[src/hw/l1_refill_pkg.sv]
`default_nettype none

package l1_refill_pkg;

  // ========================================
  // Widths
  // ========================================
  // Stored PCs are halfword aligned, bit 0 is implied
  localparam int pc_w     = 39;
  localparam int bus_pc_w = pc_w + 1;
  localparam int line_w   = 128;

  // Physical tag slice of the stored PC
  localparam int ptag_lsb = 11;
  localparam int ptag_w   = pc_w - ptag_lsb;

  typedef logic [pc_w-1:0]   pc_t;
  typedef logic [line_w-1:0] data_t;
  typedef logic [ptag_w-1:0] ptag_t;

  // ========================================
  // Refill FSM encoding
  // ========================================
  // Bit 2 marks a valid fill, bit 3 a discarded beat
  typedef enum logic [3:0] {
    IDLE     = 4'd0,
    REQ      = 4'd1,
    WFD1     = 4'd4,
    WFD2     = 4'd5,
    WFD3     = 4'd6,
    WFD4     = 4'd7,
    INV_WFD1 = 4'd8,
    INV_WFD2 = 4'd9,
    INV_WFD3 = 4'd10,
    INV_WFD4 = 4'd11
  } refill_state_t;

  localparam int st_fill_bit = 2;
  localparam int st_inv_bit  = 3;

endpackage

`default_nettype wire

[src/hw/l1_refill_addr.sv]
`timescale 1ns/10ps
`default_nettype none

module l1_refill_addr (
  input  wire                                 l1_refill_clk,
  input  wire                                 cpurst_b,
  input  wire                                 start,
  input  wire                                 offset_inc,
  input  l1_refill_pkg::pc_t                  miss_vpc,
  input  l1_refill_pkg::pc_t                  miss_ppc,
  output l1_refill_pkg::pc_t                  icache_index,
  output l1_refill_pkg::ptag_t                icache_ptag,
  output logic [l1_refill_pkg::bus_pc_w-1:0]  ipb_vpc,
  output logic [l1_refill_pkg::bus_pc_w-1:0]  ipb_ppc
);

  import l1_refill_pkg::*;

  pc_t vpc;
  pc_t ppc;

  // ========================================
  // PC registers
  // ========================================
  // Offset wraps inside the 64-byte line, low bits cleared
  always_ff @(posedge l1_refill_clk or negedge cpurst_b)
  begin
    if (!cpurst_b)
    begin
      vpc <= '0;
      ppc <= '0;
    end
    else if (start)
    begin
      vpc <= miss_vpc;
      ppc <= miss_ppc;
    end
    else if (offset_inc)
    begin
      vpc <= {vpc[pc_w-1:5], vpc[4:3] + 2'd1, 3'b000};
      ppc <= {ppc[pc_w-1:5], ppc[4:3] + 2'd1, 3'b000};
    end
  end

  assign icache_index = vpc;
  assign icache_ptag  = ppc[ptag_lsb +: ptag_w];

  // Bus wants byte addresses
  assign ipb_vpc = {vpc, 1'b0};
  assign ipb_ppc = {ppc, 1'b0};

endmodule

`default_nettype wire

[src/hw/l1_refill_attr.sv]
`timescale 1ns/10ps
`default_nettype none

module l1_refill_attr (
  input  wire  l1_refill_clk,
  input  wire  cpurst_b,
  input  wire  start,
  input  wire  miss_tsize,
  input  wire  miss_cacheable,
  input  wire  miss_bufferable,
  input  wire  miss_supv_mode,
  input  wire  miss_machine_mode,
  input  wire  miss_secure,
  output logic tsize,
  output logic cacheable,
  output logic bufferable,
  output logic supv_mode,
  output logic machine_mode,
  output logic secure
);

  // Transfer size and protection, held for the whole request
  always_ff @(posedge l1_refill_clk or negedge cpurst_b)
  begin
    if (!cpurst_b)
    begin
      tsize        <= 1'b0;
      cacheable    <= 1'b0;
      bufferable   <= 1'b0;
      supv_mode    <= 1'b0;
      machine_mode <= 1'b0;
      secure       <= 1'b0;
    end
    else if (start)
    begin
      tsize        <= miss_tsize;
      cacheable    <= miss_cacheable;
      bufferable   <= miss_bufferable;
      supv_mode    <= miss_supv_mode;
      machine_mode <= miss_machine_mode;
      secure       <= miss_secure;
    end
  end

endmodule

`default_nettype wire

[src/hw/l1_refill_beat.sv]
`timescale 1ns/10ps
`default_nettype none

module l1_refill_beat (
  input  l1_refill_pkg::refill_state_t state,
  input  wire                          tsize,
  input  wire                          data_vld,
  input  wire                          trans_err,
  output logic                         offset_inc,
  output logic                         icache_wr,
  output logic                         icache_first,
  output logic                         icache_last,
  output logic                         reissue,
  output logic                         acc_err,
  output logic                         miss_pre
);

  import l1_refill_pkg::*;

  logic fill;
  logic beat;

  // Valid fill state, discarded beats never write
  assign fill = state[st_fill_bit] && !state[st_inv_bit];
  assign beat = data_vld || trans_err;

  // ========================================
  // Icache write port
  // ========================================
  // Single-beat transfers are not written to the array
  assign icache_wr    = fill && data_vld && tsize;
  assign icache_first = (state == WFD1) && data_vld && tsize;
  assign icache_last  = (state == WFD4) && data_vld;

  // Step bits 4:3 after beats one to three of a line
  assign offset_inc = beat &&
                      (((state == WFD1) && tsize) ||
                       (state == WFD2) ||
                       (state == WFD3));

  // ========================================
  // Fetch control and PMU
  // ========================================
  // Normal end of fill, or an error on a valid beat
  assign reissue = ((state == WFD1) && data_vld && !tsize) ||
                   ((state == WFD4) && data_vld) ||
                   (fill && trans_err);

  assign acc_err  = fill && trans_err;
  assign miss_pre = (state == WFD1) && beat;

endmodule

`default_nettype wire

[src/hw/l1_refill_fsm.sv]
`timescale 1ns/10ps
`default_nettype none

module l1_refill_fsm (
  input  wire                          l1_refill_clk,
  input  wire                          cpurst_b,
  input  wire                          miss_req,
  input  wire                          inv_on,
  input  wire                          chgflw,
  input  wire                          grant,
  input  wire                          data_vld,
  input  wire                          trans_err,
  input  wire                          tsize,
  output logic                         start,
  output l1_refill_pkg::refill_state_t state,
  output logic                         ipb_req,
  output logic                         busy,
  output logic                         idle,
  output logic                         refill_on
);

  import l1_refill_pkg::*;

  refill_state_t next_state;
  logic          beat;

  // Any response consumes one beat
  assign beat  = data_vld || trans_err;
  // New miss only accepted from IDLE and with no invalidate running
  assign start = miss_req && !inv_on && (state == IDLE);

  // ========================================
  // State register
  // ========================================
  always_ff @(posedge l1_refill_clk or negedge cpurst_b)
  begin
    if (!cpurst_b)
      state <= IDLE;
    else
      state <= next_state;
  end

  // ========================================
  // Next state
  // ========================================
  always_comb
  begin
    next_state = state;
    case (state)
      IDLE:
        if (start)
          next_state = REQ;
      REQ:
        if (chgflw && !grant)
          next_state = IDLE;       // request dropped, bus ignores it
        else if (grant && chgflw)
          next_state = INV_WFD1;
        else if (grant)
          next_state = WFD1;
      WFD1:
        if (data_vld)
          next_state = tsize ? WFD2 : IDLE;
        else if (trans_err)
          next_state = tsize ? INV_WFD2 : IDLE;
        else if (chgflw)
          next_state = INV_WFD1;
      WFD2:
        if (data_vld)
          next_state = WFD3;
        else if (trans_err)
          next_state = INV_WFD3;
      WFD3:
        if (data_vld)
          next_state = WFD4;
        else if (trans_err)
          next_state = INV_WFD4;
      WFD4:
        if (beat)
          next_state = IDLE;
      // Discarded beats, just count them off
      INV_WFD1:
        if (beat)
          next_state = tsize ? INV_WFD2 : IDLE;
      INV_WFD2:
        if (beat)
          next_state = INV_WFD3;
      INV_WFD3:
        if (beat)
          next_state = INV_WFD4;
      INV_WFD4:
        if (beat)
          next_state = IDLE;
      default:
        next_state = IDLE;
    endcase
  end

  // ========================================
  // Status decodes
  // ========================================
  assign ipb_req   = (state == REQ);
  assign idle      = (state == IDLE);
  assign busy      = (state != IDLE);
  // Fetch stalls on PC while requesting or filling
  assign refill_on = (state == REQ) || state[st_fill_bit];

endmodule

`default_nettype wire

[src/hw/l1_refill_top.sv]
`timescale 1ns/10ps
`default_nettype none

module l1_refill_top (
  input  wire                                 l1_refill_clk,
  input  wire                                 cpurst_b,
  input  wire                                 miss_req,
  input  wire                                 inv_on,
  input  wire                                 miss_tsize,
  input  wire                                 miss_cacheable,
  input  wire                                 miss_bufferable,
  input  wire                                 miss_supv_mode,
  input  wire                                 miss_machine_mode,
  input  wire                                 miss_secure,
  input  l1_refill_pkg::pc_t                  miss_vpc,
  input  l1_refill_pkg::pc_t                  miss_ppc,
  input  wire                                 chgflw,
  input  wire                                 grant,
  input  wire                                 data_vld,
  input  wire                                 trans_err,
  input  l1_refill_pkg::data_t                rdata,
  output logic                                ipb_req,
  output logic [l1_refill_pkg::bus_pc_w-1:0]  ipb_vpc,
  output logic [l1_refill_pkg::bus_pc_w-1:0]  ipb_ppc,
  output logic                                ipb_tsize,
  output logic                                ipb_cacheable,
  output logic                                ipb_bufferable,
  output logic                                ipb_supv_mode,
  output logic                                ipb_machine_mode,
  output logic                                ipb_secure,
  output logic                                icache_wr,
  output logic                                icache_first,
  output logic                                icache_last,
  output l1_refill_pkg::pc_t                  icache_index,
  output l1_refill_pkg::ptag_t                icache_ptag,
  output l1_refill_pkg::data_t                icache_data,
  output logic                                reissue,
  output logic                                acc_err,
  output logic                                miss_pre,
  output logic                                busy,
  output logic                                idle,
  output logic                                refill_on
);

  import l1_refill_pkg::*;

  refill_state_t state;
  logic          start;
  logic          offset_inc;

  // ========================================
  // Control
  // ========================================
  l1_refill_fsm u_fsm (
    .l1_refill_clk (l1_refill_clk),
    .cpurst_b      (cpurst_b),
    .miss_req      (miss_req),
    .inv_on        (inv_on),
    .chgflw        (chgflw),
    .grant         (grant),
    .data_vld      (data_vld),
    .trans_err     (trans_err),
    .tsize         (ipb_tsize),
    .start         (start),
    .state         (state),
    .ipb_req       (ipb_req),
    .busy          (busy),
    .idle          (idle),
    .refill_on     (refill_on)
  );

  l1_refill_beat u_beat (
    .state        (state),
    .tsize        (ipb_tsize),
    .data_vld     (data_vld),
    .trans_err    (trans_err),
    .offset_inc   (offset_inc),
    .icache_wr    (icache_wr),
    .icache_first (icache_first),
    .icache_last  (icache_last),
    .reissue      (reissue),
    .acc_err      (acc_err),
    .miss_pre     (miss_pre)
  );

  // ========================================
  // Captured request fields
  // ========================================
  l1_refill_addr u_addr (
    .l1_refill_clk (l1_refill_clk),
    .cpurst_b      (cpurst_b),
    .start         (start),
    .offset_inc    (offset_inc),
    .miss_vpc      (miss_vpc),
    .miss_ppc      (miss_ppc),
    .icache_index  (icache_index),
    .icache_ptag   (icache_ptag),
    .ipb_vpc       (ipb_vpc),
    .ipb_ppc       (ipb_ppc)
  );

  l1_refill_attr u_attr (
    .l1_refill_clk     (l1_refill_clk),
    .cpurst_b          (cpurst_b),
    .start             (start),
    .miss_tsize        (miss_tsize),
    .miss_cacheable    (miss_cacheable),
    .miss_bufferable   (miss_bufferable),
    .miss_supv_mode    (miss_supv_mode),
    .miss_machine_mode (miss_machine_mode),
    .miss_secure       (miss_secure),
    .tsize             (ipb_tsize),
    .cacheable         (ipb_cacheable),
    .bufferable        (ipb_bufferable),
    .supv_mode         (ipb_supv_mode),
    .machine_mode      (ipb_machine_mode),
    .secure            (ipb_secure)
  );

  // ========================================
  // Data reorder
  // ========================================
  // Halfword order reversed, bytes inside a halfword kept
  for (genvar i = 0; i < line_w / 16; i++)
  begin : g_swap
    assign icache_data[16*i +: 16] = rdata[16*(line_w/16-1-i) +: 16];
  end

endmodule

`default_nettype wire

[config.mk]
export PLATFORM = sky130hd
export DESIGN_NAME = l1_refill_top
export DESIGN_NICKNAME = d
export VERILOG_FILES = /design/src/hw/l1_refill_pkg.sv /design/src/hw/l1_refill_addr.sv /design/src/hw/l1_refill_attr.sv /design/src/hw/l1_refill_beat.sv /design/src/hw/l1_refill_fsm.sv /design/src/hw/l1_refill_top.sv
export SDC_FILE = /design/constraint.sdc
export NUM_CORES = 1
export LEC_CHECK = 0
export BUFFER_PORTS_ARGS = -buffer_cell sky130_fd_sc_hd__buf_2
export CAP_MARGIN = 20
export CORE_AREA = 4 4 196 198
export DETAILED_ROUTE_END_ITERATION = 10
export DIE_AREA = 0 0 200 202
export PLACE_DENSITY_LB_ADDON = 0.3
export RECOVER_POWER = 100
export SYNTH_ARGS = -nofsm -noshare
export SYNTH_HDL_FRONTEND = slang
export SYNTH_SLANG_ARGS = --single-unit
[constraint.sdc]
create_clock -name l1_refill_clk -period 1.81 [get_ports l1_refill_clk]
set_input_delay 0.362 -clock l1_refill_clk [delete_from_list [all_inputs] [get_ports l1_refill_clk]]
set_output_delay 0.362 -clock l1_refill_clk [all_outputs]
set_load 0.03 [all_outputs]
After elaboration in Yosys (flattened, before gate mapping):

Index checks and enable logic that the tools add are counted.

* register bits after elaboration: 88
* input port bits: 220
* output and inout port bits: 291
* logic and storage cells: 83

* add/subtract/negate cells: 2
* equal/unequal tests: 18
* muxes and demuxes: 22
* reduce and logical (&&, ||, !) cells: 30

Operator list (count)
* 2-to-1 mux 39 bit: 2
* 2-to-1 mux 4 bit: 16
* one-hot mux 4 bit (9 select lines): 1
* equality test 4 x 3 -> 1 bit (second input constant): 4
* equality test 4 bit (second input constant): 4
* logical AND 1 bit: 15
* 2-to-1 mux 5 bit: 2
* inequality test 2 x 1 -> 1 bit (second input constant): 5
* AND reduction 9 bit: 1
* logical OR 1 bit: 6
* inequality test 3 bit (second input constant): 2
* adder 2 x 1 -> 2 bit (second input constant): 2
* equality test 4 x 1 -> 1 bit (second input constant): 1
* logical NOT 1 bit: 4
* logical NOT 4 bit: 1
* inequality test 4 x 2 -> 1 bit (second input constant): 1
* inequality test 4 bit (second input constant): 1
* nonzero test 4 bit: 1
* 2-to-1 mux 3 bit: 1
* nonzero test 2 bit: 1
* OR reduction 2 bit: 1

Longest topological paths before layout:

Gate-level depths: netlist of run 1.

* depth in word-level cells: 7
* depth in mapped cells: 8
* depth with buffers taken out: 5

Cells and area by module:

A second synthesis of run 1 with hierarchy kept.

* cell total of the unflattened synthesis: 447
* area, all modules: 5200.0 µm²

By module, submodules not included
* l1_refill_addr: times used 1, cells an instance 247, area an instance 3490.8 µm², seq. area each 1951.9 µm²
* l1_refill_top: times used 1, cells an instance 128, area an instance 960.9 µm², seq. area each 0.0 µm²
* l1_refill_fsm: times used 1, cells an instance 46, area an instance 417.9 µm², seq. area each 100.1 µm²
* l1_refill_attr: times used 1, cells an instance 13, area an instance 251.5 µm², seq. area each 150.1 µm²
* l1_refill_beat: times used 1, cells an instance 13, area an instance 78.8 µm², seq. area each 0.0 µm²

Worst setup path after synthesis of run 1:

Ideal clock, no wire load.

* path type: register to output
* start point: reg u_fsm.state[1]
* end point: out refill_on
* data arrival time: 2.292 ns
* data required time: 1.448 ns
* setup slack: -0.844 ns
* stages on the path, launching flop included: 4
* path buffers: 1
* cell sequence: dfrtp_1 > buf_4 > nor4b_1 > or2_2

* word-level cells in the longest chain between the ends: 2

Ends and longest elaborated chain
* from (decl): line l1_refill_fsm.sv:15 `output l1_refill_pkg::refill_state_t state,`
* from (signal assigned): line l1_refill_fsm.sv:40 `state <= next_state;`
* equality test 4 x 1 -> 1 bit
* via ipb_req: line l1_refill_top.sv:22 `output logic ipb_req,`
* logical OR 1 bit: line l1_refill_fsm.sv:105 `assign refill_on = (state == REQ) || state[st_fill_bit];`
* to (decl): line l1_refill_top.sv:42 `output logic refill_on`

The timed path passes the listed nets, and every way through them passes these cells.

Worst setup path in the final report of run 1:

* start point: reg u_fsm.state[1]
* end point: out ipb_req

* word-level cells in the longest chain between the ends: 1

Ends and longest elaborated chain
* equality test 4 x 1 -> 1 bit: line l1_refill_fsm.sv:101 `assign ipb_req = (state == REQ);`
* to (decl): line l1_refill_top.sv:22

No other way between the ends.

==> flow_summary_export.csv, run 1 <==
group,metric,value,unit
timing,finalSetupViolations,4,
clock_network,numClockSinks,88,
floorplan,die_height,202,µm
floorplan,ioPinCount,511,
min_path,min_path_type,"input pin to register",
grt,grt_pass1_vias,3793,
finish,fill_cells,4248,
place,gp_congestion,0.843,
yosys,yosysUniqueCellTypes,41,
route,postRouteAntennaNets,0,
grt,overflow,0,
grt,antenna_found_initial,0,
timing,slew_headroom,28.7,%
route,drtPass1Iterations,4,
critical_path,crit_required,1.45,ns
timing,finalCritPeriodShare,103,%
finish,final_cell_mix,"nand2_1 (242), clkbuf_1 (152), buf_2 (90)",
critical_path,r2r_end,"u_fsm.state[1]$_DFFE_PN0P_",
timing,hold-worst-slack,0.186,ns
yosys,avgSynthCellArea,8.45,µm²
finish,finalNonFillerCells,1173,
yosys,ys_ff_latch,88,
power_and_ir_drop,p_leak,2.90,nW
yosys,synth_enable_flop_cells,0,
timing,fin_worst_skew,0.0115,ns
critical_path,reg2reg_depth,6,
finish,nets,920,
clock_network,clk_latency,0.36,ns
place,detailed_place_hpwl,16200,µm
clock_network,clkTransAtPathRegs,0.07,ns
clock_network,cts_tree,"yes",
grt,grt_max_degree,53,
job,max-cap-violations,0,
critical_path,crit_fanout,4,
yosys,synth.area.top_cells,"dfrtp_1 (42%), buf_4 (29%), nand2_1 (18%), buf_6 (2.2%), o21ai_0 (0.96%)",
min_path,hold_depth,3,
run_status,status,"finished with violations",
critical_path,rrSetupSlack,0.03,ns
timing,clock.fmax,535,MHz
power_and_ir_drop,finalPower,0.0128,W
timing,rsz0062_at_grt,"yes",
clock_network,numCtsBuffers,9,
power_and_ir_drop,vdd_drop_max,0.611,mV
power_and_ir_drop,power.density,2120,nW/µm²
place,port_buffers,252,
critical_path,worst_setup_path_end_kind,"output port",
floorplan,initial_core_util,14.2,%
critical_path,worst_setup_path_start_kind,"register",
min_path,holdPathEnd,"u_addr.icache_index[23]$_DFFE_PN0N_",
yosys,synthFlopType,"dfrtp_1",
route,dr_total_vias,4034,
floorplan,rows,70,
yosys,synth_top_cell_by_area,"dfrtp_1",
finish,flow.area_growth_from_synthesis,16.1,%
route,drc_errors,0,
finish,layout_commonest_cell,"nand2_1",
floorplan,dieArea,40400,µm²
grt,grt_pass1_wl,26900,µm
min_path,min_from,"miss_vpc[23]",
yosys,ys.warnings.count,0,
grt,grt_usage,9.24,%
route,viasPerCell,3.44,
finish,drive_above_1_share,25.2,%
critical_path,r2r_start,"u_fsm.state[1]$_DFFE_PN0P_",
floorplan,fp.dieW,200,µm
route,initialDrtViolationCount,112,
yosys,synth_top_area_share,42.4,%
yosys,ys_async_sr_fraction,100,%
yosys,syn_area,5190,µm²
finish,diodes,0,
timing,finalCriticalPeriod,1.87,ns
yosys,yosysSeqAreaShare,42.4,%
route,routedWlPerCell,17.9,µm
timing,drv_slew,0,
clock_network,cts_buffer_depth,2,
clock_network,h-tree-depth,3,
route,routed_wl,21000,µm
yosys,synth_cells,615,
timing,layout_setup_ws,-0.0598,ns
clock_network,root_buffer,"clkbuf_16",
timing,setup_tns,-0.150,ns
timing,worst_pin_slew,1.07,ns
place,dp_cells,1138,
floorplan,core,36500,µm²
timing,hold_viol_final,0,
critical_path,path_class,"register to output port",
run_status,violations,"setup timing",
critical_path,cp_data_arrival_time,1.51,ns
## layer usage
layer | vias up | GRT usage (%) | part of all wire (%)
li1 | 1859 | - | -
met1 | 1841 | 8.31 | 32
met2 | 295 | 15.7 | 50
met3 | 39 | 5.82 | 14
met4 | 0 | 5.19 | 4.2
met5 | - | 0 | 0
## state kept, by name (all words and copies together) (netlist names)
register	count
u_attr.secure	1
u_attr.supv_mode	1
u_addr.ppc	39
u_fsm.state	4
u_attr.bufferable	1
u_attr.tsize	1
u_attr.machine_mode	1
u_attr.cacheable	1
u_addr.icache_index	39
## final cells by class
class | count | area, µm² | share of cell area (%)
clock buffer | 12 | 256 | 4.25
clock inverter | 4 | 28.8 | 0.477
inverter | 5 | 18.8 | 0.311
multi-input combinational | 304 | 1410 | 23.4
sequential | 88 | 2210 | 36.6
tap | 468 | 586 | 9.71
timing repair buffer | 292 | 1520 | 25.3
## worst max-delay path: stages, from the launching register on
cell,delay [ns]
dfrtp_2,0.46
buf_6,0.14
nor4b_4,0.24
buf_4,0.18
buf_6,0.13
## per-stage QoR
step                area, µm²  worst slack, ns  util [%]
global route             6030           -0.127      16.5
CTS                      6090           -0.102      16.7
global placement         5640            0.120      15.4
detailed placement       5640           0.0973      15.4
floorplan                5220           -0.136         -
finish                   6030          -0.0598      16.5
## logic make-up (layout without fill, tap and decap cells)
kind of cell,after synthesis,after routing,share of synthesized area (%)
multiplexers,1,1,0.193
other,1,2,0.0722
buffers and inverters,224,313,32.5
flip-flops,88,88,42.4
AO/OA/AOI/OAI,26,26,3.18
XOR/XNOR,2,2,0.337
AND/OR/NAND/NOR,273,273,21.3
## power by group
group          switching (W)  leakage [nW]  internal (W)
Sequential          0.000756          1.11       0.00286
Clock               0.000866         0.135       0.00101
Combinational        0.00535          1.66       0.00195
Total                0.00697          2.90       0.00582
## worst max path at each step
stage	start	endpoint	slack, ns	depth (start not counted)
2_1_floorplan	u_fsm.state[3]$_DFFE_PN0P_	u_addr.icache_index[0]$_DFFE_PN0P_	-0.14	7
3_3_place_gp	inv_on	u_addr.icache_index[29]$_DFFE_PN0N_	0.12	6
3_5_place_dp	inv_on	u_addr.ppc[9]$_DFFE_PN0N_	0.1	6
4_1_cts	u_fsm.state[1]$_DFFE_PN0P_	ipb_req	-0.10	4
5_1_grt	u_fsm.state[1]$_DFFE_PN0P_	ipb_req	-0.13	4
6_report	u_fsm.state[1]$_DFFE_PN0P_	ipb_req	-0.06	4
## cells in the mapped netlist, drive strengths merged (2+ instances only)
master	n
inv	5
o211ai	2
buf	219
nand2	244
nand2b	2
xnor2	2
o21ai	11
a21oi	2
nor4b	2
or2	2
nor3	2
nor2	7
nor4	2
and2	2
nand3	4
dfrtp	88
a21o	3
nand3b	2
## what timing repair did
item	CTS	global route
setup buffers	7	6
pin swaps	6	5
gates cloned	0	5
hold buffers	1	0
hold endpoints to repair	51	0
gates resized for setup	30	13
setup endpoints to repair	10	66
(Power assumes the default switching activity.)
==> inputs of run 2 (changes only) <==
- REMOVE_ABC_BUFFERS: not set -> 1
==> flow_summary_export.csv, run 2 (synthesis results as in run 1) <==
group,metric,value,unit
route,top_layer_used,"met5",
timing,drv_slew,0,
timing,layout_setup_ws,-0.124,ns
grt,grt_pass1_vias,4033,
run_status,violations,"setup timing",
timing,fin_worst_skew,0.0125,ns
min_path,hold_depth,3,
clock_network,clkTransAtPathRegs,0.07,ns
grt,grt_max_degree,61,
grt,grt_usage,19.3,%
route,route.met3.wl,12600,µm
floorplan,core,36500,µm²
critical_path,reg2reg_depth,8,
clock_network,h-tree-depth,3,
route,routed_wl,41700,µm
power_and_ir_drop,power.density,2090,nW/µm²
power_and_ir_drop,vdd_drop_max,0.789,mV
critical_path,crit_buf_inv,2,
grt,antenna_found_initial,0,
clock_network,cts_buffer_depth,2,
place,port_buffers,252,
critical_path,crit_required,1.45,ns
critical_path,cp_data_arrival_time,1.57,ns
min_path,holdPathEnd,"u_addr.ppc[26]$_DFFE_PN0N_",
min_path,min_path_type,"input pin to register",
clock_network,cts_tree,"yes",
route,drc_errors,0,
floorplan,fp.dieW,200,µm
route,wl_met1,8720,µm
finish,nets,923,
place,pre_cts_ws,-0.0374,ns
floorplan,initial_core_util,14.2,%
route,dr_total_vias,4257,
clock_network,clk_latency,0.37,ns
finish,layout_commonest_cell,"nand2_1",
clock_network,numCtsBuffers,9,
job,max-cap-violations,0,
timing,hold_viol_final,0,
finish,final_cell_mix,"nand2_1 (207), clkbuf_1 (152), buf_2 (91)",
finish,diodes,0,
timing,setup_tns,-0.398,ns
timing,finalCriticalPeriod,1.93,ns
route,viasPerCell,3.62,
clock_network,numClockSinks,88,
critical_path,worst_setup_path_start_kind,"register",
route,routedWlPerCell,35.5,µm
timing,worst_pin_slew,0.956,ns
grt,grt_pass1_wl,48700,µm
critical_path,path_class,"register to output port",
timing,finalCritPeriodShare,107,%
route,dr_wl_met2,19400,µm
finish,fill_cells,4202,
grt,overflow,0,
power_and_ir_drop,p_leak,3.07,nW
route,postRouteAntennaNets,0,
finish,flow.area_growth_from_synthesis,20.4,%
critical_path,worst_setup_path_end_kind,"output port",
critical_path,path_delay_family,"simple AND/OR/NAND/NOR gates",
floorplan,die_height,202,µm
power_and_ir_drop,finalPower,0.0131,W
critical_path,r2r_start,"u_fsm.state[2]$_DFFE_PN0P_",
critical_path,crit_fanout,6,
finish,drive_above_1_share,29.8,%
route,initialDrtViolationCount,150,
timing,rsz0062_at_grt,"yes",
critical_path,cpMaxStageDelayCell,"dfrtp_2",
critical_path,r2r_end,"u_addr.ppc[29]$_DFFE_PN0N_",
run_status,status,"finished with violations",
critical_path,path_cells,"buf_4 > nor4b_4 > or2_4 > buf_6",
clock_network,root_buffer,"clkbuf_16",
floorplan,rows,70,
place,detailed_place_hpwl,36100,µm
floorplan,ioPinCount,511,
critical_path,cp-startpoint,"u_fsm.state[1]$_DFFE_PN0P_",
place,gp_congestion,0.879,
floorplan,dieArea,40400,µm²
min_path,min_from,"miss_ppc[26]",
critical_path,rrSetupSlack,0.01,ns
timing,finalSetupViolations,5,
route,drtPass1Iterations,4,
critical_path,cp_slowest_stage_delay,0.45,ns
timing,slew_headroom,36.3,%
timing,clock.fmax,517,MHz
run 2: tightest hold or removal path, cell delays in order:
cell     delay (ns)
buf_2          0.07
nand2_1        0.04
nand2_1        0.04
run 2: area by class of cell:
cell class                 instances  area, µm²  share of cell area, %
clock inverter                     6       67.6                   1.08
tap                              468        586                   9.37
sequential                        88       2210                   35.3
timing repair buffer             295       1590                   25.4
multi-input combinational        304       1550                   24.8
clock buffer                      10        229                   3.66
inverter                           5       18.8                  0.300
run 2: what timing repair did:
| item | 4_1_cts | 5_1_grt |
|---|---|---|
| hold buffers | 1 | 0 |
| pin swaps | 4 | 34 |
| resized for setup | 27 | 69 |
| endpoints found under the hold margin | 2 | 0 |
| buffers inserted | 13 | 5 |
| setup endpoints to repair | 14 | 82 |
| gates cloned | 0 | 6 |
run 2: per-stage QoR:
| stage | hold WS (ns) | util (%) | instance area, µm² | cells |
|---|---|---|---|---|
| 4_1_cts | 0.150 | 16.6 | 6080 | 1165 |
| 2_1_floorplan | 0.0664 | - | 3530 | 397 |
| 3_3_place_gp | 0.399 | 15.3 | 5590 | 1137 |
| 3_5_place_dp | 0.405 | 15.3 | 5590 | 1137 |
| 5_1_grt | 0.166 | 17.1 | 6250 | 1176 |
| 6_report | 0.175 | 17.1 | 6250 | 1176 |
run 2: worst max path at each step:
stage	depth (start not counted)	to	slack, ns
after floorplan	4	u_addr.ppc[3]$_DFFE_PN0P_	-1.58
after global placement	5	u_addr.ppc[3]$_DFFE_PN0P_	0.03
after detailed placement	5	u_addr.ppc[3]$_DFFE_PN0P_	-0.04
after CTS	3	refill_on	-0.12
after global routing	6	reissue	-0.20
final	4	refill_on	-0.12
run 2: report_power, final:
group / total, W / switching [W] / internal, W
Sequential: 0.00364 / 0.000784 / 0.00286
Combinational: 0.00744 / 0.00537 / 0.00207
Clock: 0.00198 / 0.000900 / 0.00108
Total: 0.0131 / 0.00706 / 0.00601
run 2: routing by layer:
layer	track usage (%)	up-vias
met5	0.864	-
met2	30.8	483
met1	11.5	1877
met3	28.5	26
li1	-	1869
met4	4.90	2
==> inputs of run 3 (changes only) <==
- CELL_PAD_IN_SITES_DETAIL_PLACEMENT: not set -> 1
- CELL_PAD_IN_SITES_GLOBAL_PLACEMENT: not set -> 1
- CORE_AREA: 4 4 196 198 -> 4 4 197 199
- DIE_AREA: 0 0 200 202 -> 0 0 201 203
==> flow_summary_export.csv, run 3 (synthesis results as in run 1) <==
group,metric,value,unit
run_status,status,"finished with violations",
run_status,violations,"setup timing",
finish,final_core_util,16.5,%
timing,slew_headroom,6.05,%
clock_network,cts_buffer_depth,2,
place,detailed_place_hpwl,36500,µm
route,viasPerCell,3.69,
power_and_ir_drop,vdd_drop_max,0.586,mV
floorplan,core,37200,µm²
critical_path,cp-startpoint,"u_fsm.state[0]$_DFFE_PN0P_",
floorplan,rows,71,
grt,grt_max_degree,89,
clock_network,holdBufCountCts,0,
route,drc_errors,0,
min_path,min_path_type,"input pin to register",
finish,drive_above_1_share,27.5,%
route,dr_total_vias,4345,
timing,worst_pin_slew,1.41,ns
timing,finalSetupViolations,65,
route,wl_met1,8860,µm
min_path,min_from,"miss_vpc[33]",
route,initialDrtViolationCount,149,
clock_network,clk_latency,0.37,ns
finish,layout_commonest_cell,"nand2_1",
critical_path,worst_setup_path_start_kind,"register",
critical_path,worst_setup_path_end_kind,"output port",
grt,grt_pass1_wl,50700,µm
floorplan,initial_core_util,14.0,%
place,gp_congestion,0.889,
clock_network,clkTransAtPathRegs,0.07,ns
critical_path,crit_fanout,6,
timing,hold_viol_final,0,
finish,final_cell_mix,"nand2_1 (221), clkbuf_1 (154), buf_2 (90)",
route,route.met3.wl,13100,µm
timing,clock.fmax,534,MHz
clock_network,numCtsBuffers,9,
critical_path,cp_slowest_stage_delay,0.48,ns
clock_network,cts_tree,"yes",
timing,drv_slew,0,
route,dr_wl_met2,20100,µm
timing,finalCritPeriodShare,104,%
route,routedWlPerCell,36.5,µm
critical_path,path_delay_family,"flip-flops",
timing,rsz0062_at_grt,"yes",
floorplan,ioPinCount,511,
place,port_buffers,252,
timing,layout_setup_ws,-0.0640,ns
critical_path,crit_required,1.45,ns
route,drtPass1Iterations,4,
floorplan,fp.dieW,201,µm
finish,flow.area_growth_from_synthesis,18.5,%
clock_network,h-tree-depth,3,
grt,antenna_found_initial,1,
finish,diodes,0,
critical_path,r2r_start,"u_fsm.state[1]$_DFFE_PN0P_",
timing,fin_worst_skew,0.0115,ns
critical_path,cpMaxStageDelayCell,"dfrtp_2",
route,postRouteAntennaNets,0,
finish,nets,917,
critical_path,cp_data_arrival_time,1.51,ns
place,pre_cts_ws,0.0601,ns
critical_path,rrSetupSlack,-0.06,ns
power_and_ir_drop,power.density,2150,nW/µm²
clock_network,numClockSinks,88,
route,routed_wl,42900,µm
power_and_ir_drop,p_leak,2.94,nW
route,top_layer_used,"met5",
floorplan,dieArea,40800,µm²
critical_path,crit_buf_inv,1,
clock_network,root_buffer,"clkbuf_16",
timing,setup_tns,-2.01,ns
floorplan,die_height,203,µm
grt,overflow,0,
grt,grt_usage,19.6,%
critical_path,path_cells,"nor3_4 > a21o_1 > a21oi_2 > nor2_1 > buf_4",
timing,finalCriticalPeriod,1.87,ns
job,max-cap-violations,0,
critical_path,path_class,"register to output port",
grt,grt_pass1_vias,4243,
-- run 3: worst min-delay path, stage by stage --
cell and delay (ns):
buf_2 0.07, nand2_1 0.04, nand2_1 0.04
-- run 3: path summary, 6_finish.rpt --
| check | end | depth (start not counted) |
|---|---|---|
| worst min register to register | u_addr.ppc[8]$_DFFE_PN0N_ | 2 |
| min in group asynchronous | u_addr.ppc[17]$_DFFE_PN0N_ | 2 |
| worst max-delay path | reissue | 5 |
| worst min-delay path | u_addr.icache_index[33]$_DFFE_PN0N_ | 3 |
| max in group asynchronous | u_fsm.state[2]$_DFFE_PN0P_ | 2 |
| worst max register to register | u_addr.icache_index[8]$_DFFE_PN0N_ | 7 |
-- run 3: timing repair --
item                       CTS  global route
hold endpoints to repair     0             0
cloned                       0             6
setup endpoints to repair   10            95
resized for setup           30            46
setup buffers               10             4
pin swaps                    5            17
-- run 3: where the power goes --
group	switching, W	total (W)	internal (W)
Clock	0.000874	0.00202	0.00114
Sequential	0.000872	0.00373	0.00286
Combinational	0.00538	0.00746	0.00208
Total	0.00713	0.0132	0.00608
-- run 3: final cells by class --
class | instances | area, µm²
clock inverters | 3 | 40.0
fillers | 4478 | 31100
inverters | 5 | 18.8
repair buffers | 289 | 1570
clock buffers | 13 | 260
well taps | 474 | 593
flip-flops and latches | 88 | 2210
multi-input cells | 304 | 1470
-- run 3: through the flow --
stage	instances	total power [W]	area, µm²	hold slack (ns)
floorplan	397	0.00812	3530	0.0664
global placement	1140	0.0108	5580	0.456
detailed placement	1140	0.0109	5580	0.458
CTS	1166	0.0134	6070	0.0765
global route	1176	0.0141	6160	0.158
finish	1176	0.0132	6160	0.179
-- run 3: layer usage --
layer / vias to the layer above / track usage [%]
li1: 1859 / -
met1: 1981 / 11.1
met2: 479 / 31.4
met3: 20 / 30.2
met4: 6 / 3.42
met5: - / 4.40
